`config.mk`:
```
export PLATFORM = sky130hd
export DESIGN_NAME = if_stage
export DESIGN_NICKNAME = d
export VERILOG_FILES = /design/src/verilog/rv_pkg.sv /design/src/verilog/if_stage.sv
export SDC_FILE = /design/constraint.sdc
export NUM_CORES = 1
export LEC_CHECK = 0
export BUFFER_PORTS_ARGS = -buffer_cell sky130_fd_sc_hd__buf_2
export CAP_MARGIN = 20
export CORE_MARGIN = 5
export CORE_UTILIZATION = 47
export CTS_BUF_LIST = sky130_fd_sc_hd__clkbuf_8
export DETAILED_ROUTE_END_ITERATION = 6
export PLACE_DENSITY = 0.86
export SLEW_MARGIN = 25
export SYNTH_ARGS = -nofsm -noshare
export SYNTH_HDL_FRONTEND = slang
export SYNTH_SLANG_ARGS = --single-unit
```
`constraint.sdc`:
```
create_clock -name clk -period 3.1 [get_ports clk]
set_input_delay 0.62 -clock clk [delete_from_list [all_inputs] [get_ports clk]]
set_output_delay 0.62 -clock clk [all_outputs]
set_load 0.005 [all_outputs]
```
`src/verilog/rv_pkg.sv`:
```
/*
 * rv64i core shared definitions
 * register and index types, the two instruction views and their union,
 * ALU operation codes and the major opcodes the core decodes
 */

`default_nettype none

package rv_pkg;

  localparam int XLEN = 64;

  typedef logic [XLEN-1:0] reg_t;
  typedef logic [4:0]      reg_idx_t;

  // fetch starts at this pc plus 4
  localparam reg_t RESET_PC_DEFAULT = 64'h7ffffffc;

  // R-type layout
  typedef struct packed {
    logic [6:0] funct7;
    reg_idx_t   rs2;
    reg_idx_t   rs1;
    logic [2:0] funct3;
    reg_idx_t   rd;
    logic [6:0] opcode;
  } inst_r_t;

  // I-type layout
  typedef struct packed {
    logic [11:0] imm12;
    reg_idx_t    rs1;
    logic [2:0]  funct3;
    reg_idx_t    rd;
    logic [6:0]  opcode;
  } inst_i_t;

  // one instruction word, two readings
  typedef union packed {
    inst_r_t r;
    inst_i_t i;
  } inst_u;

  typedef enum logic [2:0] {
    ALU_ADD  = 3'd0,
    ALU_SUB  = 3'd1,
    ALU_AND  = 3'd2,
    ALU_OR   = 3'd3,
    ALU_XOR  = 3'd4,
    ALU_PASS = 3'd5
  } alu_op_e;

  // major opcodes
  localparam logic [6:0] OP_IMM    = 7'b0010011;
  localparam logic [6:0] OP_REG    = 7'b0110011;
  localparam logic [6:0] OP_LUI    = 7'b0110111;
  localparam logic [6:0] OP_BRANCH = 7'b1100011;
  localparam logic [6:0] OP_JAL    = 7'b1101111;

endpackage

`default_nettype wire

```
`src/verilog/if_stage.sv`:
```
/*
 * instruction fetch stage
 * picks the next pc, runs the IDLE/ADDR/RETN request machine toward
 * instruction memory and holds the fetched word in the IF register
 */

`default_nettype none

module if_stage #(
  parameter rv_pkg::reg_t RESET_PC = rv_pkg::RESET_PC_DEFAULT
) (
  input  wire               clk,
  input  wire               rst,

  // toward decode
  output logic              if_to_id_valid,
  output rv_pkg::reg_t      if_to_id_pc,
  output logic [31:0]       if_to_id_inst,
  input  wire               id_allowin,

  // redirect from execute
  output logic              if_bj_ready,
  input  wire               bj_valid,
  input  wire               bj_ena,
  input  wire rv_pkg::reg_t bj_pc,

  // instruction memory
  output logic              imem_valid,
  output rv_pkg::reg_t      imem_addr,
  input  wire               imem_ready,
  input  wire rv_pkg::reg_t imem_rdata
);
  import rv_pkg::*;

  localparam logic [1:0] IDLE = 2'd0;
  localparam logic [1:0] ADDR = 2'd1;
  localparam logic [1:0] RETN = 2'd2;

  logic [1:0]  state;
  logic [1:0]  state_nxt;
  logic [31:0] fetch_inst;
  logic        if_valid;
  logic        if_allowin;
  logic        if_load;
  logic        bj_handshake;
  logic        mem_handshake;
  logic        flush;
  reg_t        if_pc;
  reg_t        next_pc;

  // redirects are only taken while nothing is in flight
  assign if_bj_ready   = state == IDLE;
  assign imem_valid    = state == ADDR;
  assign bj_handshake  = bj_valid && if_bj_ready;
  assign mem_handshake = imem_valid && imem_ready;
  assign flush         = bj_handshake && bj_ena;

  assign next_pc = bj_ena ? bj_pc : if_pc + reg_t'(4);

  assign if_allowin = !if_valid || id_allowin;
  assign if_load    = (state == RETN) && if_allowin;

  always_comb begin
    state_nxt = state;
    case (state)
      IDLE:
        if (bj_handshake)
          state_nxt = ADDR;
      ADDR:
        if (mem_handshake)
          state_nxt = RETN;
      RETN:
        if (if_allowin)
          state_nxt = IDLE;
      default:
        state_nxt = IDLE;
    endcase
  end

  always_ff @(posedge clk) begin
    if (rst) begin
      state <= IDLE;
    end else begin
      state <= state_nxt;
    end
  end

  // request address, stable for the whole ADDR phase
  always_ff @(posedge clk) begin
    if (bj_handshake) begin
      imem_addr <= next_pc;
    end
  end

  // word returned by memory, taken in the handshake cycle
  always_ff @(posedge clk) begin
    if (mem_handshake) begin
      fetch_inst <= imem_rdata[31:0];
    end
  end

  // IF register valid bit
  always_ff @(posedge clk) begin
    if (rst) begin
      if_valid <= 1'b0;
    end else if (flush) begin
      if_valid <= 1'b0;
    end else if (if_allowin) begin
      if_valid <= if_load;
    end
  end

  // if_pc also serves as the base for sequential next pc
  always_ff @(posedge clk) begin
    if (rst) begin
      if_pc <= RESET_PC;
    end else if (if_load) begin
      if_pc <= imem_addr;
    end
  end

  always_ff @(posedge clk) begin
    if (if_load) begin
      if_to_id_inst <= fetch_inst;
    end
  end

  assign if_to_id_valid = if_valid;
  assign if_to_id_pc    = if_pc;

endmodule

`default_nettype wire

```
# ---- Word-level counts from Yosys, hierarchy flattened
# Index checks and enable logic that the tools add are counted.
dict set report word_totals {
  ff_bits 195
  wordCells 26
}
dict set report classes {
  n_addsub 1
  n_eq_ne 5
  mux 5
  n_reduce_logical 9
}
# operator count
set ops {}
lappend ops {{$add A64 B3 Y64 const B} 1}
lappend ops {{$mux W64} 1}
lappend ops {{$mux W2} 3}
lappend ops {{$pmux W2 S3} 1}
lappend ops {{$logic_and A1 B1 Y1} 4}
lappend ops {{$ne A2 B1 Y1 const B} 2}
lappend ops {{$reduce_and A3 Y1} 1}
lappend ops {{$eq A2 B1 Y1 const B} 1}
lappend ops {{$eq A2 B2 Y1 const B} 1}
lappend ops {{$logic_not A2 Y1} 1}
lappend ops {{$ne A2 B2 Y1 const B} 1}
lappend ops {{$reduce_or A2 Y1} 1}
lappend ops {{$logic_not A1 Y1} 1}
lappend ops {{$logic_or A1 B1 Y1} 1}

# ---- Logic depth before layout (Yosys ltp)
dict set report depth {
  ltp_word 4
  mapped_depth 9
  ltp_nobuf 6
}

# ---- Worst setup path before layout
# Ideal clock, no wire load.
dict set report synth_timing {
  kind {input -> register}
  startpoint {input id_allowin}
  endpoint {register if_to_id_inst[0], enable pin}
  setup_ns 0.409
  arrival_time_ns 2.600
  required_ns 2.691
  slack_ns 0.092
  cell_stages 6
  path_buffers 3
  path_cell_list {nor2b_1 or2_2 clkbuf_1 inv_1 clkbuf_1 buf_1}
}
dict set report synth_via {
  elab_chain_cells 2
}
# item line_no
set synth_rtl {}
lappend synth_rtl {{start: declaration} if_stage.sv:19} ;# input wire id_allowin,
lappend synth_rtl {{$logic_or A1 B1 Y1} if_stage.sv:60} ;# assign if_allowin = !if_valid || id_allowin;
lappend synth_rtl {{$logic_and A1 B1 Y1} if_stage.sv:61} ;# assign if_load = (state == RETN) && if_allowin;
lappend synth_rtl {{named net if_load} if_stage.sv:44} ;# logic if_load;
lappend synth_rtl {{end signal: assignment} if_stage.sv:124} ;# if_to_id_inst <= fetch_inst;
lappend synth_rtl {{end: declaration} if_stage.sv:18} ;# output logic [31:0] if_to_id_inst,
# The timed path passes the listed nets, and every way through them passes these cells.
# A chain may end at the register's enable or synchronous reset.

# ---- Worst setup path after layout
dict set report layout_timing {
  startpoint {register if_pc[21], in the netlist if_to_id_pc[21]}
  endpoint {register imem_addr[39] (data pin)}
}
dict set report layout_via {
  elab_chain_cells 2
}
# item line_no
set layout_rtl {}
lappend layout_rtl {{start: declaration} if_stage.sv:48} ;# reg_t if_pc;
lappend layout_rtl {{start signal: assignment} if_stage.sv:118} ;# if_pc <= imem_addr;
lappend layout_rtl {{$add A64 B3 Y64} if_stage.sv:58} ;# assign next_pc = bj_ena ? bj_pc : if_pc + reg_t'(4);
lappend layout_rtl {{$mux W64} if_stage.sv:58}
lappend layout_rtl {{named net next_pc[39]} if_stage.sv:49} ;# reg_t next_pc;
lappend layout_rtl {{end signal: assignment} if_stage.sv:91} ;# imem_addr <= next_pc;
lappend layout_rtl {{end: declaration} if_stage.sv:29} ;# output rv_pkg::reg_t imem_addr,
# The timed path passes the listed nets, and every way through them passes these cells.

==> flow_summary.toml <==
[status]
status = "complete, no violations"

[global_routing]
antenna_found_initial = 2
first_global_vias = 6986
overflow = 0
grt_usage = 0.232
grt_pass1_wl_mm = 37.3
grt_max_degree = 110

[synthesis]
syn_nets = 922
synthFlopType = "edfxtp_1"
synth_area_leaders = "edfxtp_1, dfxtp_1, nand2_1"
ys_types = 52
syn_inst = 787
postSynthAreaPerCell_um2 = 10.7
yosysTopAreaCell = "edfxtp_1"
synth_edf_count = 128
yosysSeqAreaShare = 0.615
ys_warn_count = 0
synth-seq-cells = 195
yosysTopAreaCellShare = 0.456
syn-cell-area_um2 = 8440
ys_async_sr_fraction = 0

[floorplan]
die_y_um = 144
die_area_um2 = 20700
fp-row-count = 49
ios = 297
coreArea_um2 = 17800
die_x_um = 144
start_util = 0.473

[timing]
hold_viol = 0
period_share = 0.864
clock_skew_ns = 0.0124
setup_ws_ns = 0.420
timing.fmax_mhz = 373
finalMaxSlewViolations = 0
worst_slew_pin_slew_ns = 0.956
whs_ns = 0.339
post-route-min-period_ns = 2.68
finalSetupViolations = 0
rsz0062_at_grt = "no"
slew_headroom = 0.363
tns_ns = 0

[worst_setup_path]
start_kind = "flop"
critPathMostFrequentCell = "and4_1"
path_cells = "and4_1 > and4_1 > nand2_1 > or4_1 > a31oi_1"
crit_type = "reg -> reg"
required_ns = 3.39
max_stage_delay_ns = 0.67
crit_arrival_ns = 2.97
setup.worst_path.end_class = "flop"
critical-path-slowest-cell = "or4_1"
rrSetupSlack_ns = 0.42
critical_path.max_fanout = 24

[placement]
place_ws_ns = 0.432
portBuffers = 264
place_congestion = 0.829
placed_cell_area_um2 = 9990
dp_hpwl_mm = 17.3

[flow_run]
cap_violations = 0

[clock_tree]
clk_latency_ns = 0.45
htreeDepth = 4
cts_resized = 0
cts_tree = "built"
root_buffer = "clkbuf_8"
cts.path.max_buffers = 2
cts_made_buffers = 17
clock-sinks = 195
cts_hold_buf = 0
clk_pin_slew_ns = 0.10
postCtsSetupBuffers = 0

[pwr]
p_int_mw = 3.91
power_switching_mw = 1.51
power_density_nw_per_um2 = 522
peakVddDrop_uv = 307
seq_power_share = 0.556
p_sw_frac = 0.279
power.share.clock = 0.297
leakage_nw = 4.12
p_comb_frac = 0.146
finalPower_mw = 5.42

[route]
post_drt_wl_per_cell_um = 19.2
ant_nets = 0
avgViaCountPerCell = 5.55
dr.first_iter.drc_count = 597
vias = 7117
drcViolationCount = 0
drtPass1Iterations = 5
finalWirelength_mm = 24.6

[cells_and_area]
drive_gt1_frac = 0.312
stdcell_area_um2 = 10400
nets = 1173
fillCellCount = 1537
areaGrowthSynthToFinish_pct = 23.2

[worst_hold_path]
hp-class = "in -> reg"
==> final timing paths <==
kind,cells after the start,start,to
setup / recovery,5,if_to_id_pc[21],imem_addr[39]
hold / removal,1,imem_rdata[5],fetch_inst[5]
setup reg to reg,5,if_to_id_pc[21],imem_addr[39]
hold reg to reg,0,fetch_inst[27],if_to_id_inst[27]
==> cell families (layout without fill, tap and decap cells) <==
logic type,after synthesis,in the layout,synth area share
simple gates,374,374,0.225
flops,195,195,0.615
compound gates,117,117,0.0825
buf+inv,54,318,0.0263
xor+xnor,33,33,0.0343
mux,13,13,0.0160
fa+ha+maj,1,1,0.00148
other cells,0,2,0
==> cell usage after synthesis (2+ instances only) <==
cell type,n
nor3_1,11
nand3b_1,28
nor4_2,3
o21ai_0,36
o31a_1,4
nand2_1,196
or3_1,3
nand4_2,2
nand4_1,15
a21oi_1,37
buf_2,2
nor2_1,28
mux2i_1,9
nand4b_1,3
dfxtp_1,67
a22oi_1,8
clkbuf_1,35
o311ai_0,2
a31oi_1,14
nand2b_1,2
inv_1,8
nor4_1,8
and4_1,6
and2_1,5
or2_2,2
mux2_2,4
a211o_1,2
nand3_1,23
nor4_4,2
buf_1,5
xnor2_1,14
and3_1,9
o31ai_1,9
buf_4,2
a221o_1,2
nor2b_1,9
xor2_1,19
or4_1,12
edfxtp_1,128
==> per-layer routing <==
metal | up-vias | GRT usage | part of all wire
met5 | - | 0 | 0.00053
met4 | 2 | 0.0649 | 0.019
met3 | 36 | 0.0519 | 0.090
met2 | 352 | 0.392 | 0.49
met1 | 3389 | 0.301 | 0.40
li1 | 3338 | - | -
==> power by group through the flow <==
stage | logic [mW] | registers, mW | clock network, mW
floorplan | 0.426 | 3.07 | 0
global placement | 0.777 | 3.07 | 0
detailed placement | 0.800 | 3.07 | 0
CTS | 0.804 | 3.02 | 1.64
global route | 0.876 | 3.03 | 1.75
finish | 0.793 | 3.02 | 1.61
==> per-stage QoR <==
step / util / instances
finish: 0.582 / 1282
global route: 0.582 / 1281
CTS: 0.582 / 1280
detailed placement: 0.560 / 1248
global placement: 0.560 / 1248
floorplan: - / 787
==> state kept, by name (all words and copies together) (netlist names) <==
register and flops:
state 2, imem_addr 64, fetch_inst 32, if_to_id_valid 1
if_to_id_pc 64, if_to_id_inst 32
==> layout make-up <==
type	count	area, um^2	area share
clock inverter	15	155	0.0149
clock buffer	17	234	0.0225
multi-input combinational	538	3040	0.292
tap	229	287	0.0276
sequential	195	5180	0.499
timing repair buffer	278	1450	0.140
inverter	8	31.3	0.00301
antenna	2	5.00	0.000482
==> layout by cell type, fill, tap and decap left out, types with 19 or more instances in the layout <==
cell and count:
nand3_1 23, dfxtp_1 67, xor2_1 19, nor2_1 28
a21oi_1 37, nand2_1 196, nand3b_1 28, buf_2 263
o21ai_0 36, edfxtp_1 128
==> critical path: cells and delay by family, from the launching register on <==
kind             cells  cell delay, ns
AO/OA/AOI/OAI        1            0.18
AND/OR/NAND/NOR      4            1.89
flip-flops           1            0.45
(Power assumes the default switching activity.)
