**src/verilog/rv_pkg.sv**
```systemverilog
/*
 * rv64i core shared definitions
 * register and index types, the two instruction views and their union,
 * ALU operation codes and the major opcodes the core decodes
 */

`default_nettype none

package rv_pkg;

  localparam int XLEN = 64;

  typedef logic [XLEN-1:0] reg_t;
  typedef logic [4:0]      reg_idx_t;

  // fetch starts at this pc plus 4
  localparam reg_t RESET_PC_DEFAULT = 64'h7ffffffc;

  // R-type layout
  typedef struct packed {
    logic [6:0] funct7;
    reg_idx_t   rs2;
    reg_idx_t   rs1;
    logic [2:0] funct3;
    reg_idx_t   rd;
    logic [6:0] opcode;
  } inst_r_t;

  // I-type layout
  typedef struct packed {
    logic [11:0] imm12;
    reg_idx_t    rs1;
    logic [2:0]  funct3;
    reg_idx_t    rd;
    logic [6:0]  opcode;
  } inst_i_t;

  // one instruction word, two readings
  typedef union packed {
    inst_r_t r;
    inst_i_t i;
  } inst_u;

  typedef enum logic [2:0] {
    ALU_ADD  = 3'd0,
    ALU_SUB  = 3'd1,
    ALU_AND  = 3'd2,
    ALU_OR   = 3'd3,
    ALU_XOR  = 3'd4,
    ALU_PASS = 3'd5
  } alu_op_e;

  // major opcodes
  localparam logic [6:0] OP_IMM    = 7'b0010011;
  localparam logic [6:0] OP_REG    = 7'b0110011;
  localparam logic [6:0] OP_LUI    = 7'b0110111;
  localparam logic [6:0] OP_BRANCH = 7'b1100011;
  localparam logic [6:0] OP_JAL    = 7'b1101111;

endpackage

`default_nettype wire

```
**src/verilog/regfile.sv**
```systemverilog
/*
 * integer register file
 * 31 writable 64-bit registers, x0 reads as zero,
 * two combinational read ports and one write port
 */

`default_nettype none

module regfile (
  input  wire                   clk,
  input  wire                   rst,
  input  wire rv_pkg::reg_idx_t rs1,
  input  wire rv_pkg::reg_idx_t rs2,
  output rv_pkg::reg_t          rdata1,
  output rv_pkg::reg_t          rdata2,
  input  wire                   we,
  input  wire rv_pkg::reg_idx_t rd,
  input  wire rv_pkg::reg_t     wdata
);
  import rv_pkg::*;

  // no storage for x0
  reg_t regs [1:31];

  always_ff @(posedge clk) begin
    if (rst) begin
      for (int i = 1; i < 32; i++) begin
        regs[i] <= '0;
      end
    end else if (we && rd != '0) begin
      regs[rd] <= wdata;
    end
  end

  assign rdata1 = (rs1 == '0) ? reg_t'(0) : regs[rs1];
  assign rdata2 = (rs2 == '0) ? reg_t'(0) : regs[rs2];

endmodule

`default_nettype wire

```
**config.mk**
```make
export PLATFORM = sky130hd
export DESIGN_NAME = regfile
export DESIGN_NICKNAME = d
export VERILOG_FILES = /design/src/verilog/rv_pkg.sv /design/src/verilog/regfile.sv
export SDC_FILE = /design/constraint.sdc
export NUM_CORES = 2
export LEC_CHECK = 0
export BUFFER_PORTS_ARGS = -buffer_cell sky130_fd_sc_hd__clkbuf_2
export CAP_MARGIN = 20
export CORE_MARGIN = 2
export CORE_UTILIZATION = 55
export CTS_BUF_LIST = sky130_fd_sc_hd__clkbuf_4 sky130_fd_sc_hd__clkbuf_8
export DETAILED_ROUTE_END_ITERATION = 16
export GPL_TIMING_DRIVEN = 0
export PLACE_DENSITY = 0.71
export SYNTH_ARGS = -nofsm -noshare
export SYNTH_HDL_FRONTEND = slang
export SYNTH_SLANG_ARGS = --single-unit
```
**constraint.sdc**
```tcl
create_clock -name clk -period 4.3 [get_ports clk]
set_input_delay 0 -clock clk [delete_from_list [all_inputs] [get_ports clk]]
set_output_delay 0 -clock clk [all_outputs]
set_load 0.01 [all_outputs]
```
; ---- Word level (Yosys, flattened, before mapping)
; Memory sizes are Yosys's and may differ from the RTL's.
; Cells that the tools add are included.
[word_totals]
regBits = 0
mem_bits_rw = 1984
out_inout_bits = 128
n_memories = 1
wordCells = 16
[mem_list]
columns = memory, words, word_bits, rd, rd_clocked_by_memory_dff, write_ports, line_no
row1 = regs, 31, 64, 2, 0, 31, regfile.sv:23  ; reg_t regs [1:31];
[op_classes]
n_reduce_logical = 5
muxes = 10
[ops]
columns = operator, n
row1 = 2-to-1 mux 64 bit, 3
row2 = OR reduction 64 bit, 1
row3 = zero test 5 bit, 2
row4 = 2-to-1 mux 1 bit, 6
row5 = 2-to-1 mux 5 bit, 1
row6 = nonzero test 5 bit, 1
row7 = logical AND 1 bit, 1

; ---- Logic depth before layout (Yosys ltp)
[logic_depth]
depth_word = 7
mapped_depth = 10
mapped_depth_nobuf = 5

; ---- Worst setup path after synthesis
; No wires, ideal clock.
[synth_path]
path_type = input -> register
startpoint = input port rst
endpoint = memory regs[20][0] in the netlist's numbering, enable pin
arrival_time_ps = 1826
setup_time_ps = 394
n_path_buf = 2
path_slack_ps = 2080
cell_stages = 6
cell_sequence = nand2b_1 > or3_1 > clkbuf_1 > nor2_1 > clkbuf_1 > or2_2
[synth_rtl]
columns = item, line_no
row1 = "start, declared", regfile.sv:11  ; input wire rst,
row2 = "end, declared", regfile.sv:23

; ---- Worst setup path in the final report
[layout_path]
startpoint = input port rs1[1]
endpoint = output port rdata1[32]
[layout_via]
elab_chain_len = 2
[layout_rtl]
columns = item, line_no
row1 = "start, declared", regfile.sv:12  ; input wire rv_pkg::reg_idx_t rs1,
row2 = memory (31 x 64 bit) or zero test 5 bit (tied branches), --
row3 = 2-to-1 mux 64 bit *, regfile.sv:35  ; assign rdata1 = (rs1 == '0) ? reg_t'(0) : regs[rs1];
row4 = "end, declared", regfile.sv:14  ; output rv_pkg::reg_t rdata1,
; Mark *: on every way between the ends. The rest lies on a longest branch, timed or not.

==> results by stage <==
Critical path:
- The category of cells accounting for the largest share of critical-path delay is buffers and inverters.
- By startpoint and endpoint, the worst setup path is classified as primary input to output pin.
- In this design, the stage delay of the slowest critical-path cell is 860 ps.
- Walking the worst path, the cells encountered are buf_2 -> buf_4 -> buf_2 -> buf_2 -> mux4_2 -> mux2i_1 -> o221ai_1 -> clkbuf_2.
- The data arrival at the endpoint of the critical path is 4610 ps.
- The library cell contributing the largest single delay on the critical path is sky130_fd_sc_hd__buf_2.
- The buffers plus inverters on the worst setup path is 5.
- The critical path required time is 4300 ps.
- The startpoint of the most critical setup path is rs1[1].
- The number of cells on the critical path is 8.
- The worst setup path is launched from a primary input.
- Counting stages on the worst path, the most repeated cell is sky130_fd_sc_hd__buf_2.
- The type of element capturing the critical path is an output pin.
- Of all nets on the critical path, the largest fanout is 10.
- The critical path ends at rdata1[32].

Drt:
- Before antenna repair, the detailed router went through 9 iterations.
- The aggregate routed wire length is 492000 µm.
- Dividing the detail-routed wire length by the instance count gives 45.4 µm.
- The count of nets left with antenna violations once routing finished came out at 0.
- In the routed layout, each cell is associated on average with a via count of 7.33.
- The DRC violation count after routing is 0.
- The overall via count from detail_route is 79498.
- The initial DRC count is 16518.

Power:
- For this design the static power due to leakage is 43.4 nW.
- The worst supply voltage drop on vdd is 375 µV.
- Power spread over the standard cell area amounts to 401 mW/mm².

Layout:
- The post-layout net count is 8021.
- The count of fill cells added during filler insertion is 14524.
- Compared with the post-synthesis result, the final layout area differs by 13.7%.
- The register with the most flip-flops in the layout has 2048 of them.
- The largest registers in the layout are regs (2048).
- The finished layout holds about 11000 standard cells, fillers aside.
- Ranked by flip-flop count, first place goes to regs.
- Cells fill 63.1% of the core in the end.
- The fraction of layout cells with a size suffix above 1 is 25.7%.

Yosys:
- The portion of synthesized area spent on multiplexers is 23.5%.
- The XOR/XNOR share of the synthesized area is 0%.
- The adder-cell share of the synthesized area is 0%.
- The number of synthesized register bits is 2048.
- The top cell type by area accounts for 56.8% of the synthesized area.
- The async set or reset register ratio after synthesis is 0%.
- The number of cells produced by synthesis is 7055.
- The number of distinct library cells after synthesis is 43.
- By area, the combinational part of the netlist is dominated by multiplexers.
- The area of the mapped netlist is 0.108 mm².
- In the synthesized netlist the dominant register cell turns out to be sky130_fd_sc_hd__edfxtp_1.
- The complex-gate fraction of the synthesized area is 3.75%.
- The count of flip-flops with a built-in enable after synthesis is 2048.
- sky130_fd_sc_hd__edfxtp_1 takes more of the synthesized area than any other cell.
- The simple-gate area share of the yosys netlist is 12.8%.
- The cell with the most instances after synthesis is sky130_fd_sc_hd__edfxtp_1.
- The average instance in the mapped netlist occupies 15.3 µm².
- For this run, the number of Yosys warnings is 0.
- Sorting the synthesized cells by area gives the leading types as sky130_fd_sc_hd__edfxtp_1 57%, sky130_fd_sc_hd__mux4_2 19%, sky130_fd_sc_hd__and2_1 11%.
- By count the netlist is led by 2048 x sky130_fd_sc_hd__edfxtp_1, 1986 x sky130_fd_sc_hd__and2_1, 906 x sky130_fd_sc_hd__mux4_2, 586 x sky130_fd_sc_hd__clkbuf_1, 365 x sky130_fd_sc_hd__mux2i_1.
- Of the synthesized area, sequential elements account for between 50% and 60%.

Timing:
- Subtracting the final worst setup slack from the clock period gives 4610 ps.
- The final worst setup slack is -311 ps.
- The count of pins over their slew limit is 4.
- The count of final setup violators is 19.
- For the pin with the worst max-slew slack, the measured transition is about 1600 ps.
- The worst path uses 107% of the clock period.
- The tightest hold path in the finished design has a slack of -39.9 ps.
- The maximum clock frequency is around 0.22 GHz.
- The hold violation count in the final report came to 1.
- Setup repair after global routing left no endpoint under its margin.
- The max-slew headroom at the worst pin is -9.51%.

Status:
- The run finished, with violations left.
- The final reports fail on negative hold slack, max-slew violations, negative setup slack.

Flow run:
- The count of maximum capacitance violations is 0.

Worst hold path:
- In this run the most critical hold path is launched from wdata[30].
- The worst hold path belongs to the class primary input to flop.

Placement:
- Routability-driven placement finished with a final weighted congestion of 1.03.
- The wire-length estimate of the detail-placed layout is between 300000 and 400000 µm.
- The placed instance count is 10045.
- Input and output buffers added on the ports amount to 204.

Floorplanning:
- The die outline height is between 400 and 500 µm.
- The number of rows created at floorplan is 162.
- The die is 448 µm wide.
- Once the floorplan was initialized, standard cells occupied 55.5% of the core.
- The area of the die is 0.200 mm².
- 210 I/O pins were placed.
- The core region area is 0.195 mm².

Global routing:
- The number of global-route vias before repair is 74889.
- The overall overflow remaining after global route is 0.
- For this run, the total global-route usage over all layers was measured as 48.9%.
- The first-pass GRT wire length is 641000 µm.
- Entering global routing, the biggest net connects 47 pins.
- The initial antenna violation count is ~80.

Clocking:
- The number of buffers on the longest clock path is 4.
- The setup fix buffers added after clock tree synthesis is 0.
- Clock tree synthesis found a total of roughly 2000 sinks.
- The number of clock buffers inserted by TritonCTS is 367.
- The clock root buffer is sky130_fd_sc_hd__clkbuf_8.
- The CTS H-tree depth is 5.
- The clock transition time at the flip-flop clock pins of the worst setup and hold paths is 60 ps.
- The CTS tree is built.
==> worst min-delay path by stage <==
stage	cells past startpoint	end	slack, ps
5_1_grt	4	regs[1][30]$_SDFFCE_PN0P_	10
4_1_cts	4	regs[9][24]$_SDFFCE_PN0P_	20
3_5_place_dp	1	regs[0][47]$_DFFE_PP_	240
6_report	4	regs[1][30]$_SDFFCE_PN0P_	-40
3_3_place_gp	1	regs[0][47]$_DFFE_PP_	240
2_1_floorplan	0	regs[0][0]$_DFFE_PP_	100
==> cell usage in the layout, fill, tap and decap left out, types with 25 or more instances in the layout <==
master,instances
sky130_fd_sc_hd__edfxtp_1,2048
sky130_fd_sc_hd__and2_1,1986
sky130_fd_sc_hd__mux4_2,906
sky130_fd_sc_hd__clkbuf_1,574
sky130_fd_sc_hd__clkbuf_8,372
sky130_fd_sc_hd__mux2i_1,365
sky130_fd_sc_hd__clkbuf_2,217
sky130_fd_sc_hd__dlygate4sd3_1,133
sky130_fd_sc_hd__mux2_2,120
sky130_fd_sc_hd__buf_2,114
sky130_fd_sc_hd__nand2_1,109
sky130_fd_sc_hd__clkbuf_4,103
sky130_fd_sc_hd__o22ai_1,100
sky130_fd_sc_hd__clkinv_1,90
sky130_fd_sc_hd__a22oi_1,74
sky130_fd_sc_hd__conb_1,64
sky130_fd_sc_hd__nor2_1,57
sky130_fd_sc_hd__a221oi_1,56
sky130_fd_sc_hd__o221ai_1,55
sky130_fd_sc_hd__buf_8,54
sky130_fd_sc_hd__buf_4,52
sky130_fd_sc_hd__a21oi_1,50
sky130_fd_sc_hd__a21o_1,42
sky130_fd_sc_hd__clkinv_2,41
sky130_fd_sc_hd__buf_16,33
sky130_fd_sc_hd__and3_1,31
sky130_fd_sc_hd__or2_4,31
sky130_fd_sc_hd__buf_1,30
sky130_fd_sc_hd__a22o_1,30
sky130_fd_sc_hd__o211ai_1,30
sky130_fd_sc_hd__a32oi_1,30
sky130_fd_sc_hd__o2111ai_1,30
sky130_fd_sc_hd__diode_2,28
sky130_fd_sc_hd__buf_6,25
==> power by group <==
group | internal, mW | switching [mW]
clock | 9.35 | 8.73
sequential | 23.1 | 0.572
combinational | 2.64 | 4.95
total | 35.1 | 14.2
==> per-stage QoR <==
| stage | total power [mW] | setup TNS, ps | setup slack [ps] | area [µm²] |
|---|---|---|---|---|
| 6_report | 49.3 | -1990 | -311 | 123000 |
| 5_1_grt | 49.7 | 0 | 121 | 123000 |
| 4_1_cts | 48.4 | 0 | 224 | 123000 |
| 3_5_place_dp | 30.9 | 0 | 222 | 115000 |
| 3_3_place_gp | 30.6 | -173300 | -1380 | 113000 |
| 2_1_floorplan | 27.4 | 0 | 2080 | 108000 |
==> cell families after synthesis <==
kind of cell,after synthesis
other cells,1
compound gates,540
simple gates,2284
buf+inv,791
flops,2048
mux,1391
==> metal layers <==
layer / up-vias / track usage [%] / routed length, µm
met5: - / 0.586 / 418
met4: 42 / 35.1 / 44200
met3: 1934 / 27.5 / 91800
met2: 8185 / 66.0 / 199000
met1: 40293 / 58.4 / 156000
li1: 29044 / - / -
==> repair_timing <==
| action | CTS | global route |
|---|---|---|
| hold buffers | 133 | 0 |
| endpoints found under the setup margin | 0 | 1 |
| gates resized for setup | 0 | 1 |
| hold endpoints to repair | 2086 | 0 |
==> worst min-delay path, delay by kind of cell <==
kind | cells | cell delay (ps)
buffers and inverters | 3 | 850
and+or+nand+nor | 1 | 150
==> final cells by class <==
| class | count | area [µm²] | area share, % |
|---|---|---|---|
| Buffer | 789 | 3450 | 2.80 |
| Timing Repair Buffer | 452 | 4360 | 3.54 |
| Clock buffer | 475 | 5890 | 4.79 |
| Antenna cell | 28 | 70.1 | 0.0569 |
| Tap cell | 2624 | 3280 | 2.67 |
| Inverter | 2 | 7.51 | 0.00610 |
| Clock inverter | 146 | 837 | 0.680 |
| Sequential cell | 2048 | 61500 | 50.0 |
| Multi-Input combinational cell | 4279 | 43700 | 35.5 |
Note: power is estimated with default switching activity, not from simulation.
