File: src/verilog/rv_pkg.sv
/*
 * rv64i core shared definitions
 * register and index types, the two instruction views and their union,
 * ALU operation codes and the major opcodes the core decodes
 */

`default_nettype none

package rv_pkg;

  localparam int XLEN = 64;

  typedef logic [XLEN-1:0] reg_t;
  typedef logic [4:0]      reg_idx_t;

  // fetch starts at this pc plus 4
  localparam reg_t RESET_PC_DEFAULT = 64'h7ffffffc;

  // R-type layout
  typedef struct packed {
    logic [6:0] funct7;
    reg_idx_t   rs2;
    reg_idx_t   rs1;
    logic [2:0] funct3;
    reg_idx_t   rd;
    logic [6:0] opcode;
  } inst_r_t;

  // I-type layout
  typedef struct packed {
    logic [11:0] imm12;
    reg_idx_t    rs1;
    logic [2:0]  funct3;
    reg_idx_t    rd;
    logic [6:0]  opcode;
  } inst_i_t;

  // one instruction word, two readings
  typedef union packed {
    inst_r_t r;
    inst_i_t i;
  } inst_u;

  typedef enum logic [2:0] {
    ALU_ADD  = 3'd0,
    ALU_SUB  = 3'd1,
    ALU_AND  = 3'd2,
    ALU_OR   = 3'd3,
    ALU_XOR  = 3'd4,
    ALU_PASS = 3'd5
  } alu_op_e;

  // major opcodes
  localparam logic [6:0] OP_IMM    = 7'b0010011;
  localparam logic [6:0] OP_REG    = 7'b0110011;
  localparam logic [6:0] OP_LUI    = 7'b0110111;
  localparam logic [6:0] OP_BRANCH = 7'b1100011;
  localparam logic [6:0] OP_JAL    = 7'b1101111;

endpackage

`default_nettype wire

File: src/verilog/ex_stage.sv
/*
 * execute stage
 * ALU, branch and jump resolution, register write-back, the retire report
 * and the redirect strobe that lets fetch start the next instruction
 */

`default_nettype none

module ex_stage (
  input  wire                    clk,
  input  wire                    rst,

  // from decode
  input  wire                    id_to_ex_valid,
  output logic                   ex_allowin,
  input  wire rv_pkg::reg_t      id_pc,
  input  wire rv_pkg::alu_op_e   id_alu_op,
  input  wire rv_pkg::reg_t      id_op_a,
  input  wire rv_pkg::reg_t      id_op_b,
  input  wire rv_pkg::reg_idx_t  id_rd,
  input  wire                    id_we,
  input  wire                    id_is_branch,
  input  wire                    id_branch_ne,
  input  wire                    id_is_jal,
  input  wire rv_pkg::reg_t      id_target,

  // redirect to fetch
  output logic                   bj_valid,
  output logic                   bj_ena,
  output rv_pkg::reg_t           bj_pc,
  input  wire                    if_bj_ready,

  // register write-back
  output logic                   wb_we,
  output rv_pkg::reg_idx_t       wb_rd,
  output rv_pkg::reg_t           wb_data,

  // retire report
  output logic                   retire_valid,
  output rv_pkg::reg_t           retire_pc,
  output rv_pkg::reg_idx_t       retire_rd,
  output rv_pkg::reg_t           retire_data
);
  import rv_pkg::*;

  logic     ex_valid;
  reg_t     pc_q;
  alu_op_e  alu_op_q;
  reg_t     op_a_q;
  reg_t     op_b_q;
  reg_idx_t rd_q;
  logic     we_q;
  logic     is_branch_q;
  logic     branch_ne_q;
  logic     is_jal_q;
  reg_t     target_q;
  reg_t     alu_out;
  reg_t     result;
  logic     taken;

  // one instruction at a time, wait for fetch to take the redirect
  assign ex_allowin = !ex_valid && !bj_valid;

  always_ff @(posedge clk) begin
    if (rst) begin
      ex_valid <= 1'b0;
    end else begin
      ex_valid <= id_to_ex_valid && ex_allowin;
    end
  end

  always_ff @(posedge clk) begin
    if (id_to_ex_valid && ex_allowin) begin
      pc_q        <= id_pc;
      alu_op_q    <= id_alu_op;
      op_a_q      <= id_op_a;
      op_b_q      <= id_op_b;
      rd_q        <= id_rd;
      we_q        <= id_we;
      is_branch_q <= id_is_branch;
      branch_ne_q <= id_branch_ne;
      is_jal_q    <= id_is_jal;
      target_q    <= id_target;
    end
  end

  always_comb begin
    case (alu_op_q)
      ALU_ADD:  alu_out = op_a_q + op_b_q;
      ALU_SUB:  alu_out = op_a_q - op_b_q;
      ALU_AND:  alu_out = op_a_q & op_b_q;
      ALU_OR:   alu_out = op_a_q | op_b_q;
      ALU_XOR:  alu_out = op_a_q ^ op_b_q;
      ALU_PASS: alu_out = op_b_q;
      default:  alu_out = op_a_q + op_b_q;
    endcase
  end

  // link value for JAL
  assign result = is_jal_q ? pc_q + reg_t'(4) : alu_out;

  assign taken = is_jal_q ||
                 (is_branch_q && ((op_a_q == op_b_q) != branch_ne_q));

  assign wb_we   = ex_valid && we_q;
  assign wb_rd   = rd_q;
  assign wb_data = result;

  assign retire_valid = ex_valid;
  assign retire_pc    = pc_q;
  assign retire_rd    = wb_we ? rd_q : reg_idx_t'(0);
  assign retire_data  = wb_we ? result : reg_t'(0);

  // pending after reset so the first fetch starts
  always_ff @(posedge clk) begin
    if (rst) begin
      bj_valid <= 1'b1;
      bj_ena   <= 1'b0;
    end else if (ex_valid) begin
      bj_valid <= 1'b1;
      bj_ena   <= taken;
    end else if (bj_valid && if_bj_ready) begin
      bj_valid <= 1'b0;
    end
  end

  always_ff @(posedge clk) begin
    if (ex_valid) begin
      bj_pc <= target_q;
    end
  end

endmodule

`default_nettype wire

File: config.mk
export PLATFORM = sky130hd
export DESIGN_NAME = ex_stage
export DESIGN_NICKNAME = d
export VERILOG_FILES = /design/src/verilog/rv_pkg.sv /design/src/verilog/ex_stage.sv
export SDC_FILE = /design/constraint.sdc
export NUM_CORES = 1
export LEC_CHECK = 0
export BUFFER_PORTS_ARGS = -buffer_cell sky130_fd_sc_hd__buf_2
export CAP_MARGIN = 20
export CORE_ASPECT_RATIO = 0.9
export CORE_MARGIN = 2
export CORE_UTILIZATION = 25
export DETAILED_ROUTE_END_ITERATION = 8
export GPL_ROUTABILITY_DRIVEN = 0
export RECOVER_POWER = 100
export REMOVE_ABC_BUFFERS = 1
export SYNTH_ARGS = -nofsm -noshare
export SYNTH_HDL_FRONTEND = slang
export SYNTH_SLANG_ARGS = --single-unit
File: constraint.sdc
create_clock -name clk -period 8.6 [get_ports clk]
set_input_delay 1.72 -clock clk [delete_from_list [all_inputs] [get_ports clk]]
set_output_delay 1.72 -clock clk [all_outputs]
set_load 0.05 [all_outputs]
### Yosys cells after proc, flatten, opt, wreduce, memory -nomap -nowiden

Index checks and enable logic that the tools add are counted.

* bits in latches: 0
* register bits: 335
* RAM bits: 0
* bits of input ports: 272
* memory bits (read-only): 0
* memories kept: 0

* multipliers: 0
* divide/modulo/power cells: 0
* multiplexer cells: 4
* magnitude comparators: 0
* bitwise operators: 3
* shifts and indexed selects: 0
* eq/ne operators: 7
* reduce and logical (&&, ||, !) cells: 9
* add/sub/neg operators: 3

Operators by type and width (number)
* one-hot mux 64 bit (5 select lines): 1
* 2-to-1 mux 64 bit: 2
* adder 64 x 3 -> 64 bit (second input constant): 1
* adder 64 bit: 1
* bitwise AND 64 bit: 1
* equality test 64 bit: 1
* OR 64 bit: 1
* subtractor 64 bit: 1
* XOR 64 bit: 1
* equality test 3 x 2 -> 1 bit (second input constant): 2
* equality test 3 bit (second input constant): 2
* logical AND 1 bit: 5
* 2-to-1 mux 5 bit: 1
* equality test 3 x 1 -> 1 bit (second input constant): 1
* zero test 1 bit: 2
* OR reduction 2 bit: 1
* logical OR 1 bit: 1
* inequality test 1 bit: 1

### Longest topological paths before layout

Gate-level depths: netlist (run 1).

* word-level depth: 4
* depth in mapped cells: 14
* mapped depth without buffers: 14

### Least setup slack after synthesis (run 1)

OpenSTA, ideal clock, no wires.

* kind: register -> register
* start: register ex_valid (netlist: retire_valid)
* end: register alu_op_q[0], enable pin
* path slack: -0.521 ns
* buffers on the path: 1
* library setup time: 0.662 ns
* arrival time: 8.459 ns
* cell stages (with the launch flop): 4
* path through: dfxtp_1 -> clkbuf_1 -> nor2_1 -> and2_1

* cells in the longest elaborated chain, start to end: 3

RTL lines
* from (decl): RTL line ex_stage.sv:46 `logic ex_valid;`
* from (signal assigned): RTL line ex_stage.sv:68 `ex_valid <= id_to_ex_valid && ex_allowin;`
* zero test 1 bit: RTL line ex_stage.sv:62 `assign ex_allowin = !ex_valid && !bj_valid;`
* logical AND 1 bit: RTL line ex_stage.sv:62
* named net ex_allowin: RTL line ex_stage.sv:15 `output logic ex_allowin,`
* logical AND 1 bit: RTL line ex_stage.sv:73 `if (id_to_ex_valid && ex_allowin) begin`
* to (signal assigned): RTL line ex_stage.sv:75 `alu_op_q <= id_alu_op;`
* to (decl): RTL line ex_stage.sv:48 `alu_op_e alu_op_q;`

The timed path passes the listed nets, and every way through them passes these cells.
A chain may end at the register's enable or synchronous reset.

### Worst setup path after layout (run 1)

* start: register op_b_q[11]
* end: output retire_data[58]

* cells in the longest elaborated chain, start to end: 4
* elaborated cells on any way between the ends: 5
* classes of those cells: add/sub: 2; mux: 3

RTL lines
* from (decl): RTL line ex_stage.sv:50 `reg_t op_b_q;`
* from (signal assigned): RTL line ex_stage.sv:77 `op_b_q <= id_op_b;`
* adder 64 bit / subtractor 64 bit (equally long branches): RTL line ex_stage.sv:89, ex_stage.sv:95, ex_stage.sv:90
* one-hot mux 64 bit (5 select lines) (*): RTL line ex_stage.sv:88 `case (alu_op_q)`
* 2-to-1 mux 64 bit (*): RTL line ex_stage.sv:100 `assign result = is_jal_q ? pc_q + reg_t'(4) : alu_out;`
* 2-to-1 mux 64 bit (*): RTL line ex_stage.sv:112 `assign retire_data = wb_we ? result : reg_t'(0);`
* to (decl): RTL line ex_stage.sv:42 `output rv_pkg::reg_t retire_data`

Every way passes the cells marked *; elsewhere a longest branch is shown, timed or not.

==> impl_metrics.prom, run 1 <==
# TYPE chip_impl_metric gauge
chip_impl_metric{name="reg2reg_setup_slack",unit="ns"} 1.71
chip_impl_metric{name="clk_pin_slew_worst_paths",unit="ns"} 0.06
chip_impl_metric{name="synth-edff-count",unit=""} 332
chip_impl_metric{name="hold_path_depth",unit=""} 0
chip_impl_metric{name="p_leak",unit="nW"} 11.6
chip_impl_info{name="min_to",value="bj_pc[29]"} 1
chip_impl_metric{name="crit_path_max_fanout",unit=""} 17
chip_impl_metric{name="dr_total_vias",unit=""} 24700
chip_impl_metric{name="cp.required",unit="ns"} 6.88
chip_impl_info{name="synth.top_cells.by_count",value="sky130_fd_sc_hd__edfxtp_1 (332), sky130_fd_sc_hd__a21oi_1 (283), sky130_fd_sc_hd__nor2_1 (239)"} 1
chip_impl_metric{name="postSynthRegisterBits",unit=""} 335
chip_impl_metric{name="synthCells",unit=""} 2795
chip_impl_metric{name="synth_area_per_cell",unit="µm²"} 9.00
chip_impl_metric{name="layout.nets",unit=""} 3727
chip_impl_metric{name="clock_sink_count",unit=""} 335
chip_impl_info{name="crit_type",value="flip-flop to output port"} 1
chip_impl_info{name="rsz0062_at_grt",value="no"} 1
chip_impl_metric{name="fp.coreArea",unit="mm²"} 0.0999
chip_impl_metric{name="grt_start_max_net_pins",unit=""} 145
chip_impl_metric{name="worstMarginPinSlew",unit="ns"} 3.91
chip_impl_metric{name="floorplan.initialDensity",unit=""} 0.252
chip_impl_metric{name="post_cts_buffers",unit=""} 0
chip_impl_metric{name="die_w",unit="µm"} 338
chip_impl_metric{name="dp_hpwl",unit="µm"} 86400
chip_impl_metric{name="design_area",unit="mm²"} 0.0303
chip_impl_metric{name="firstDrtPassIters",unit=""} 8
chip_impl_metric{name="fillCellCount",unit=""} 10800
chip_impl_metric{name="final_util",unit=""} 0.304
chip_impl_metric{name="die_h",unit="µm"} 305
chip_impl_metric{name="preCtsSetupSlack",unit="ns"} 1.90
chip_impl_metric{name="rows",unit=""} 110
chip_impl_metric{name="hold-worst-slack",unit="ns"} 0.411
chip_impl_info{name="failed_checks",value="capacitance limit, slew limit"} 1
chip_impl_metric{name="synthesis.yosys.warnings",unit=""} 0
chip_impl_info{name="ctsRootBufferMaster",value="sky130_fd_sc_hd__clkbuf_16"} 1
chip_impl_metric{name="r2r_cells",unit=""} 3
chip_impl_metric{name="ratio_of_cells_with_drive_above_1_in_the_final_layout",unit=""} 0.116
chip_impl_info{name="critical_path.reg2reg.startpoint",value="retire_valid"} 1
chip_impl_info{name="cts_tree",value="yes"} 1
chip_impl_metric{name="hold_viol",unit=""} 0
chip_impl_metric{name="synth_async_sr_flop_share",unit=""} 0
chip_impl_metric{name="yosys.area.top_type_share",unit=""} 0.396
chip_impl_metric{name="clock_path_buffers",unit=""} 3
chip_impl_info{name="worst_r2r_endpoint",value="op_a_q[42]"} 1
chip_impl_metric{name="ant_nets",unit=""} 0
chip_impl_info{name="outcome",value="complete, but fails checks"} 1
chip_impl_metric{name="timing_max_transition_violations_final",unit=""} 369
chip_impl_metric{name="detailedRoute.firstIterationViolations",unit=""} 2780
chip_impl_info{name="synth_most_common_cell",value="sky130_fd_sc_hd__edfxtp_1"} 1
chip_impl_info{name="startpoint_type_of_the_worst_setup_path",value="flip-flop"} 1
chip_impl_metric{name="aggregate_global_routing_overflow",unit=""} 0
chip_impl_metric{name="setup-tns-final",unit="ns"} 0
chip_impl_metric{name="setup_violations",unit=""} 0
chip_impl_metric{name="cp.arrival",unit="ns"} 6.10
chip_impl_metric{name="worstSkewPairLatency",unit="ns"} 0.62
chip_impl_metric{name="htree_num_levels",unit=""} 2
chip_impl_metric{name="max-cap-violations",unit=""} 5
chip_impl_metric{name="final_period_minus_worst_setup_slack",unit="ns"} 7.82
chip_impl_info{name="critPathCaptureType",value="output port"} 1
chip_impl_metric{name="finalWorstSetupSlack",unit="ns"} 0.777
chip_impl_metric{name="design.die.area",unit="mm²"} 0.103
chip_impl_metric{name="port_buffers",unit=""} 542
chip_impl_metric{name="achievable-frequency",unit="MHz"} 128
chip_impl_metric{name="grt_pass1_wl",unit="µm"} 159000
chip_impl_info{name="netlist_top_cells_area",value="sky130_fd_sc_hd__edfxtp_1 (40%), sky130_fd_sc_hd__ha_1 (9.5%), sky130_fd_sc_hd__a21oi_1 (5.6%)"} 1
chip_impl_metric{name="drt-vias-per-instance",unit=""} 5.32
chip_impl_metric{name="finalWirelength",unit="µm"} 112000
chip_impl_metric{name="mappedNetlistArea",unit="mm²"} 0.0252
chip_impl_metric{name="post-place-cells",unit=""} 4560
chip_impl_info{name="postSynth.topFlopCell",value="sky130_fd_sc_hd__edfxtp_1"} 1
chip_impl_metric{name="area.growth.synth_to_final",unit="%"} 20.5
chip_impl_metric{name="dpl_cell_area",unit="mm²"} 0.0293
chip_impl_metric{name="timing.slew.headroom",unit=""} -1.60
chip_impl_metric{name="numCtsBuffers",unit=""} 43
chip_impl_metric{name="worst_clock_skew",unit="ns"} 0.0222
chip_impl_info{name="synth_largest_area_cell",value="sky130_fd_sc_hd__edfxtp_1"} 1
chip_impl_metric{name="synth_seq_area_share",unit=""} 0.399
chip_impl_metric{name="grt.total_usage",unit=""} 0.207
chip_impl_metric{name="worst_ir_drop_vdd",unit="µV"} 158
chip_impl_metric{name="fin_total_pwr",unit="mW"} 4.84
chip_impl_metric{name="layout.cells.non_filler",unit=""} 4642
chip_impl_metric{name="number_of_global_route_vias_before_repair",unit=""} 22800
chip_impl_metric{name="routed_wire_length_per_instance",unit="µm"} 24.2
chip_impl_metric{name="drc_violations",unit=""} 0
chip_impl_metric{name="layout_worst_path_cycle_share",unit=""} 0.910
chip_impl_info{name="hold_path.class",value="flip-flop to flip-flop"} 1
chip_impl_metric{name="synth.lib_cells_used.distinct",unit=""} 80
chip_impl_metric{name="powerDensity",unit="mW/mm²"} 159
chip_impl_metric{name="post_cts_resized",unit=""} 0
chip_impl_metric{name="antenna_violations_before_repair",unit=""} 31
chip_impl_metric{name="io-pin-count",unit=""} 543
chip_impl_metric{name="number_of_buffers_inserted_for_hold_repair_after_clock_tree_synthesis",unit=""} 0
chip_impl_info{name="hold_path.startpoint",value="target_q[29]"} 1
==> sequential cells by signal, summed over array words and instances (netlist names) <==
name and cells:
op_a_q 64, alu_op_q 3, retire_valid 1, branch_ne_q 1
target_q 64, is_jal_q 1, is_branch_q 1, op_b_q 64
we_q 1, retire_pc 64, bj_ena 1, bj_pc 64
bj_valid 1, wb_rd 5
==> area by class of cell <==
| type | instances | area, µm² | area share |
|---|---|---|---|
| inverter | 234 | 878 | 0.0290 |
| clock buffer | 52 | 1110 | 0.0366 |
| tap | 1344 | 1680 | 0.0554 |
| timing repair buffer | 583 | 2660 | 0.0875 |
| multi-input combinational | 2064 | 13600 | 0.449 |
| antenna | 5 | 12.5 | 0.000413 |
| sequential | 335 | 10000 | 0.331 |
| clock inverter | 25 | 335 | 0.0111 |
==> cell families after synthesis <==
family                   Yosys count  share of synthesized area
XOR/XNOR                          93                     0.0324
multiplexers                      55                     0.0221
buffers and inverters            396                     0.0599
AND/OR/NAND/NOR                  855                      0.167
flip-flops                       335                      0.399
adder cells (fa/ha/maj)          194                     0.0971
AO/OA/AOI/OAI                    867                      0.223
==> worst max-delay path by stage <==
stage | to | depth (start not counted) | from | slack, ns
after floorplan | retire_data[60] | 6 | alu_op_q[0] | -0.70
after global placement | retire_data[61] | 13 | op_b_q[11] | 2.03
after detailed placement | retire_data[61] | 13 | op_b_q[11] | 1.90
after CTS | retire_data[61] | 13 | op_b_q[11] | 1.23
after global routing | retire_data[63] | 15 | op_b_q[8] | 0.52
final | retire_data[58] | 13 | op_b_q[11] | 0.78
==> power by group <==
part | internal [mW] | total, mW | switching [mW] | leakage [nW]
sequential | 1.87 | 1.92 | 0.0486 | 3.08
clock | 1.08 | 1.87 | 0.781 | 0.677
combinational | 0.294 | 1.05 | 0.752 | 7.88
total | 3.25 | 4.84 | 1.58 | 11.6
==> metal layers <==
| layer | track usage | part of all wire | wire length [µm] | vias up |
|---|---|---|---|---|
| li1 | - | - | - | 11300 |
| met1 | 0.270 | 0.41 | 46100 | 11800 |
| met2 | 0.327 | 0.44 | 49700 | 1343 |
| met3 | 0.0639 | 0.11 | 12200 | 252 |
| met4 | 0.0608 | 0.035 | 3950 | 44 |
| met5 | 0 | 0.0027 | 306 | - |
==> cell usage in the layout, fill, tap and decap left out, drive strengths merged, types with 9 or more instances in the layout <==
| master | netlist | final |
|---|---|---|
| a211oi | 39 | 39 |
| a21boi | 9 | 9 |
| a21o | 40 | 40 |
| a21oi | 284 | 284 |
| a221o | 9 | 9 |
| a221oi | 19 | 19 |
| a22oi | 11 | 11 |
| a311oi | 10 | 10 |
| a31oi | 27 | 27 |
| a32oi | 10 | 10 |
| and2 | 56 | 56 |
| and3 | 22 | 22 |
| and4 | 14 | 14 |
| buf | 33 | 275 |
| clkbuf | 129 | 360 |
| clkinv | 3 | 14 |
| edfxtp | 332 | 332 |
| ha | 192 | 192 |
| inv | 231 | 234 |
| mux2i | 50 | 50 |
| nand2 | 197 | 197 |
| nand2b | 27 | 27 |
| nand3 | 66 | 66 |
| nand4 | 35 | 35 |
| nor2 | 239 | 239 |
| nor2b | 37 | 37 |
| nor3 | 65 | 65 |
| nor4 | 46 | 46 |
| o211ai | 27 | 27 |
| o21a | 22 | 22 |
| o21ai | 131 | 131 |
| o21bai | 34 | 34 |
| o221ai | 20 | 20 |
| o22ai | 65 | 65 |
| o31ai | 25 | 25 |
| or2 | 15 | 15 |
| or3 | 20 | 20 |
| xnor2 | 59 | 59 |
| xor2 | 34 | 34 |
==> critical path, cell delays in order, from the launching register on <==
cell and delay, ns:
sky130_fd_sc_hd__edfxtp_1 0.37, sky130_fd_sc_hd__inv_1 0.07, sky130_fd_sc_hd__ha_1 0.62, sky130_fd_sc_hd__inv_1 0.19
sky130_fd_sc_hd__a2111oi_0 0.86, sky130_fd_sc_hd__nand3_1 0.18, sky130_fd_sc_hd__o21ai_0 0.39, sky130_fd_sc_hd__nand3_1 0.38
sky130_fd_sc_hd__a31oi_1 0.53, sky130_fd_sc_hd__o21ai_0 0.50, sky130_fd_sc_hd__and3_1 0.37, sky130_fd_sc_hd__nor3_1 0.59
sky130_fd_sc_hd__nor3_1 0.12, sky130_fd_sc_hd__clkbuf_1 0.33
(Power assumes the default switching activity.)
==> run 2, diff against run 1 <==
- GPL_TIMING_DRIVEN: unset -> 0
==> impl_metrics.prom, run 2 (same netlist as run 1, synthesis figures left out) <==
# TYPE chip_impl_metric gauge
chip_impl_info{name="outcome",value="complete, but fails checks"} 1
chip_impl_info{name="failed_checks",value="capacitance limit, slew limit"} 1
chip_impl_metric{name="power.combinational.fraction",unit=""} 0.225
chip_impl_metric{name="post-place-cells",unit=""} 4563
chip_impl_metric{name="grt_start_max_net_pins",unit=""} 70
chip_impl_metric{name="finalWorstSetupSlack",unit="ns"} 0.199
chip_impl_metric{name="number_of_global_route_vias_before_repair",unit=""} 22900
chip_impl_metric{name="achievable-frequency",unit="MHz"} 119
chip_impl_metric{name="power.switching",unit="mW"} 1.57
chip_impl_metric{name="drt-vias-per-instance",unit=""} 5.26
chip_impl_metric{name="worstMarginPinSlew",unit="ns"} 3.46
chip_impl_metric{name="fp.coreArea",unit="mm²"} 0.0999
chip_impl_info{name="ctsRootBufferMaster",value="sky130_fd_sc_hd__clkbuf_16"} 1
chip_impl_info{name="hold_path.startpoint",value="target_q[42]"} 1
chip_impl_info{name="min_to",value="bj_pc[42]"} 1
chip_impl_metric{name="final_period_minus_worst_setup_slack",unit="ns"} 8.40
chip_impl_metric{name="grt_pass1_wl",unit="µm"} 157000
chip_impl_metric{name="crit_path_max_fanout",unit=""} 5
chip_impl_metric{name="clock_path_buffers",unit=""} 3
chip_impl_metric{name="design.die.area",unit="mm²"} 0.103
chip_impl_metric{name="die_w",unit="µm"} 338
chip_impl_metric{name="finalWirelength",unit="µm"} 111000
chip_impl_metric{name="htree_num_levels",unit=""} 2
chip_impl_metric{name="hold_path_depth",unit=""} 0
chip_impl_metric{name="clock_sink_count",unit=""} 335
chip_impl_metric{name="worst_ir_drop_vdd",unit="µV"} 139
chip_impl_metric{name="layout.nets",unit=""} 3730
chip_impl_metric{name="port_buffers",unit=""} 542
chip_impl_metric{name="firstDrtPassIters",unit=""} 6
chip_impl_info{name="critPathCaptureType",value="output port"} 1
chip_impl_metric{name="power.switching_fraction",unit=""} 0.335
chip_impl_metric{name="post_cts_resized",unit=""} 0
chip_impl_metric{name="layout.cells.non_filler",unit=""} 4649
chip_impl_metric{name="detailedRoute.firstIterationViolations",unit=""} 2819
chip_impl_metric{name="powerDensity",unit="mW/mm²"} 153
chip_impl_metric{name="cell_internal_pwr",unit="mW"} 3.12
chip_impl_metric{name="p_leak",unit="nW"} 11.8
chip_impl_metric{name="dp_hpwl",unit="µm"} 87600
chip_impl_metric{name="layout_worst_path_cycle_share",unit=""} 0.977
chip_impl_metric{name="antenna_violations_before_repair",unit=""} 38
chip_impl_metric{name="drc_violations",unit=""} 0
chip_impl_metric{name="cp.arrival",unit="ns"} 6.68
chip_impl_metric{name="hold_viol",unit=""} 0
chip_impl_info{name="crit_type",value="flip-flop to output port"} 1
chip_impl_metric{name="reg2reg_setup_slack",unit="ns"} 1.86
chip_impl_metric{name="numCtsBuffers",unit=""} 42
chip_impl_metric{name="floorplan.initialDensity",unit=""} 0.252
chip_impl_metric{name="post_cts_buffers",unit=""} 0
chip_impl_metric{name="cp.required",unit="ns"} 6.88
chip_impl_info{name="layout_common_cells",value="sky130_fd_sc_hd__edfxtp_1 (332), sky130_fd_sc_hd__clkbuf_1 (290), sky130_fd_sc_hd__a21oi_1 (283)"} 1
chip_impl_metric{name="routed_wire_length_per_instance",unit="µm"} 23.8
chip_impl_metric{name="r2r_cells",unit=""} 4
chip_impl_info{name="cts_tree",value="yes"} 1
chip_impl_info{name="hold_path.class",value="flip-flop to flip-flop"} 1
chip_impl_metric{name="fin_total_pwr",unit="mW"} 4.70
chip_impl_metric{name="rows",unit=""} 110
chip_impl_info{name="worst_r2r_endpoint",value="op_b_q[43]"} 1
chip_impl_metric{name="final_util",unit=""} 0.308
chip_impl_metric{name="max-cap-violations",unit=""} 5
chip_impl_metric{name="timing_max_transition_violations_final",unit=""} 278
chip_impl_info{name="startpoint_type_of_the_worst_setup_path",value="flip-flop"} 1
chip_impl_metric{name="setup_violations",unit=""} 0
chip_impl_metric{name="ant_nets",unit=""} 0
chip_impl_metric{name="clk_pin_slew_worst_paths",unit="ns"} 0.06
chip_impl_info{name="critical_path.reg2reg.startpoint",value="retire_valid"} 1
chip_impl_metric{name="preCtsSetupSlack",unit="ns"} 1.19
chip_impl_metric{name="worst_clock_skew",unit="ns"} 0.0446
chip_impl_metric{name="die_h",unit="µm"} 305
chip_impl_metric{name="aggregate_global_routing_overflow",unit=""} 0
chip_impl_metric{name="number_of_buffers_inserted_for_hold_repair_after_clock_tree_synthesis",unit=""} 0
chip_impl_info{name="final_common_cell",value="sky130_fd_sc_hd__edfxtp_1"} 1
chip_impl_metric{name="ratio_of_cells_with_drive_above_1_in_the_final_layout",unit=""} 0.125
chip_impl_metric{name="grt.total_usage",unit=""} 0.205
chip_impl_metric{name="clkPwrFrac",unit=""} 0.365
chip_impl_metric{name="sequentialPowerShare",unit=""} 0.410
chip_impl_metric{name="setup-tns-final",unit="ns"} 0
chip_impl_metric{name="dr_total_vias",unit=""} 24500
chip_impl_info{name="rsz0062_at_grt",value="no"} 1
chip_impl_metric{name="worstSkewPairLatency",unit="ns"} 0.62
chip_impl_metric{name="timing.slew.headroom",unit=""} -1.30
chip_impl_metric{name="io-pin-count",unit=""} 543
chip_impl_metric{name="area.growth.synth_to_final",unit="%"} 22.3
==> run 2: cell count changes in the layout (fill, tap and decap cells not counted), sizes merged <==
cell	change
clkinvlp	-3
buf	+23
diode	+4
clkbuf	-21
bufinv	-4
clkinv	+9
inv	-1
==> run 2: worst max path at each step <==
stage / start / to / slack (ns) / cells past startpoint
after floorplan: alu_op_q[0] / retire_data[60] / -0.70 / 6
after global placement: alu_op_q[0] / retire_data[63] / -3.69 / 8
after detailed placement: op_a_q[1] / retire_data[59] / 1.19 / 13
after CTS: op_a_q[1] / retire_data[59] / 0.45 / 13
after global routing: op_b_q[9] / wb_data[63] / 0.18 / 12
final: op_b_q[1] / retire_data[59] / 0.20 / 13
==> run 2: power by group through the flow <==
stage	registers (mW)	clock network (mW)	logic, mW
2_1_floorplan	2.03	0	0.605
3_3_place_gp	2.00	0	0.996
3_5_place_dp	1.95	0	1.06
4_1_cts	1.92	1.79	1.06
5_1_grt	1.93	1.84	1.13
6_report	1.92	1.72	1.06
==> run 2: layout make-up <==
class,instances,area [µm²]
Sequential cell,335,10000
Clock buffer,50,1080
Clock inverter,26,226
Antenna cell,9,22.5
Timing Repair Buffer,587,3200
Inverter,234,880
Fill cell,10700,69200
Multi-Input combinational cell,2064,13600
Tap cell,1344,1680
==> run 2: critical path, stage by stage (launching register included) <==
cell and delay, ns:
sky130_fd_sc_hd__edfxtp_1 0.50, sky130_fd_sc_hd__inv_1 0.14, sky130_fd_sc_hd__ha_1 0.35, sky130_fd_sc_hd__o21bai_1 0.29, sky130_fd_sc_hd__a211oi_1 0.13, sky130_fd_sc_hd__o21ai_0 0.47, sky130_fd_sc_hd__a211oi_1 0.33, sky130_fd_sc_hd__o31ai_1 0.88
sky130_fd_sc_hd__a32oi_1 0.64, sky130_fd_sc_hd__o21ai_0 1.06, sky130_fd_sc_hd__mux2i_1 0.36, sky130_fd_sc_hd__a21oi_2 0.11, sky130_fd_sc_hd__a311oi_2 0.38, sky130_fd_sc_hd__clkbuf_2 0.39
==> run 2: per-stage QoR <==
step	cell area, µm²	hold WS, ns
final	30800	0.417
after global routing	30800	0.421
after CTS	31200	0.417
after detailed placement	29900	0.405
after global placement	28900	0.401
after floorplan	24500	0.400
==> run 2: layer usage <==
metal | routed length (µm) | global-route usage | vias to the layer above
li1 | - | - | 11300
met1 | 45300 | 0.264 | 11600
met2 | 49600 | 0.330 | 1286
met3 | 12100 | 0.0651 | 223
met4 | 3310 | 0.0562 | 48
met5 | 302 | 0 | -
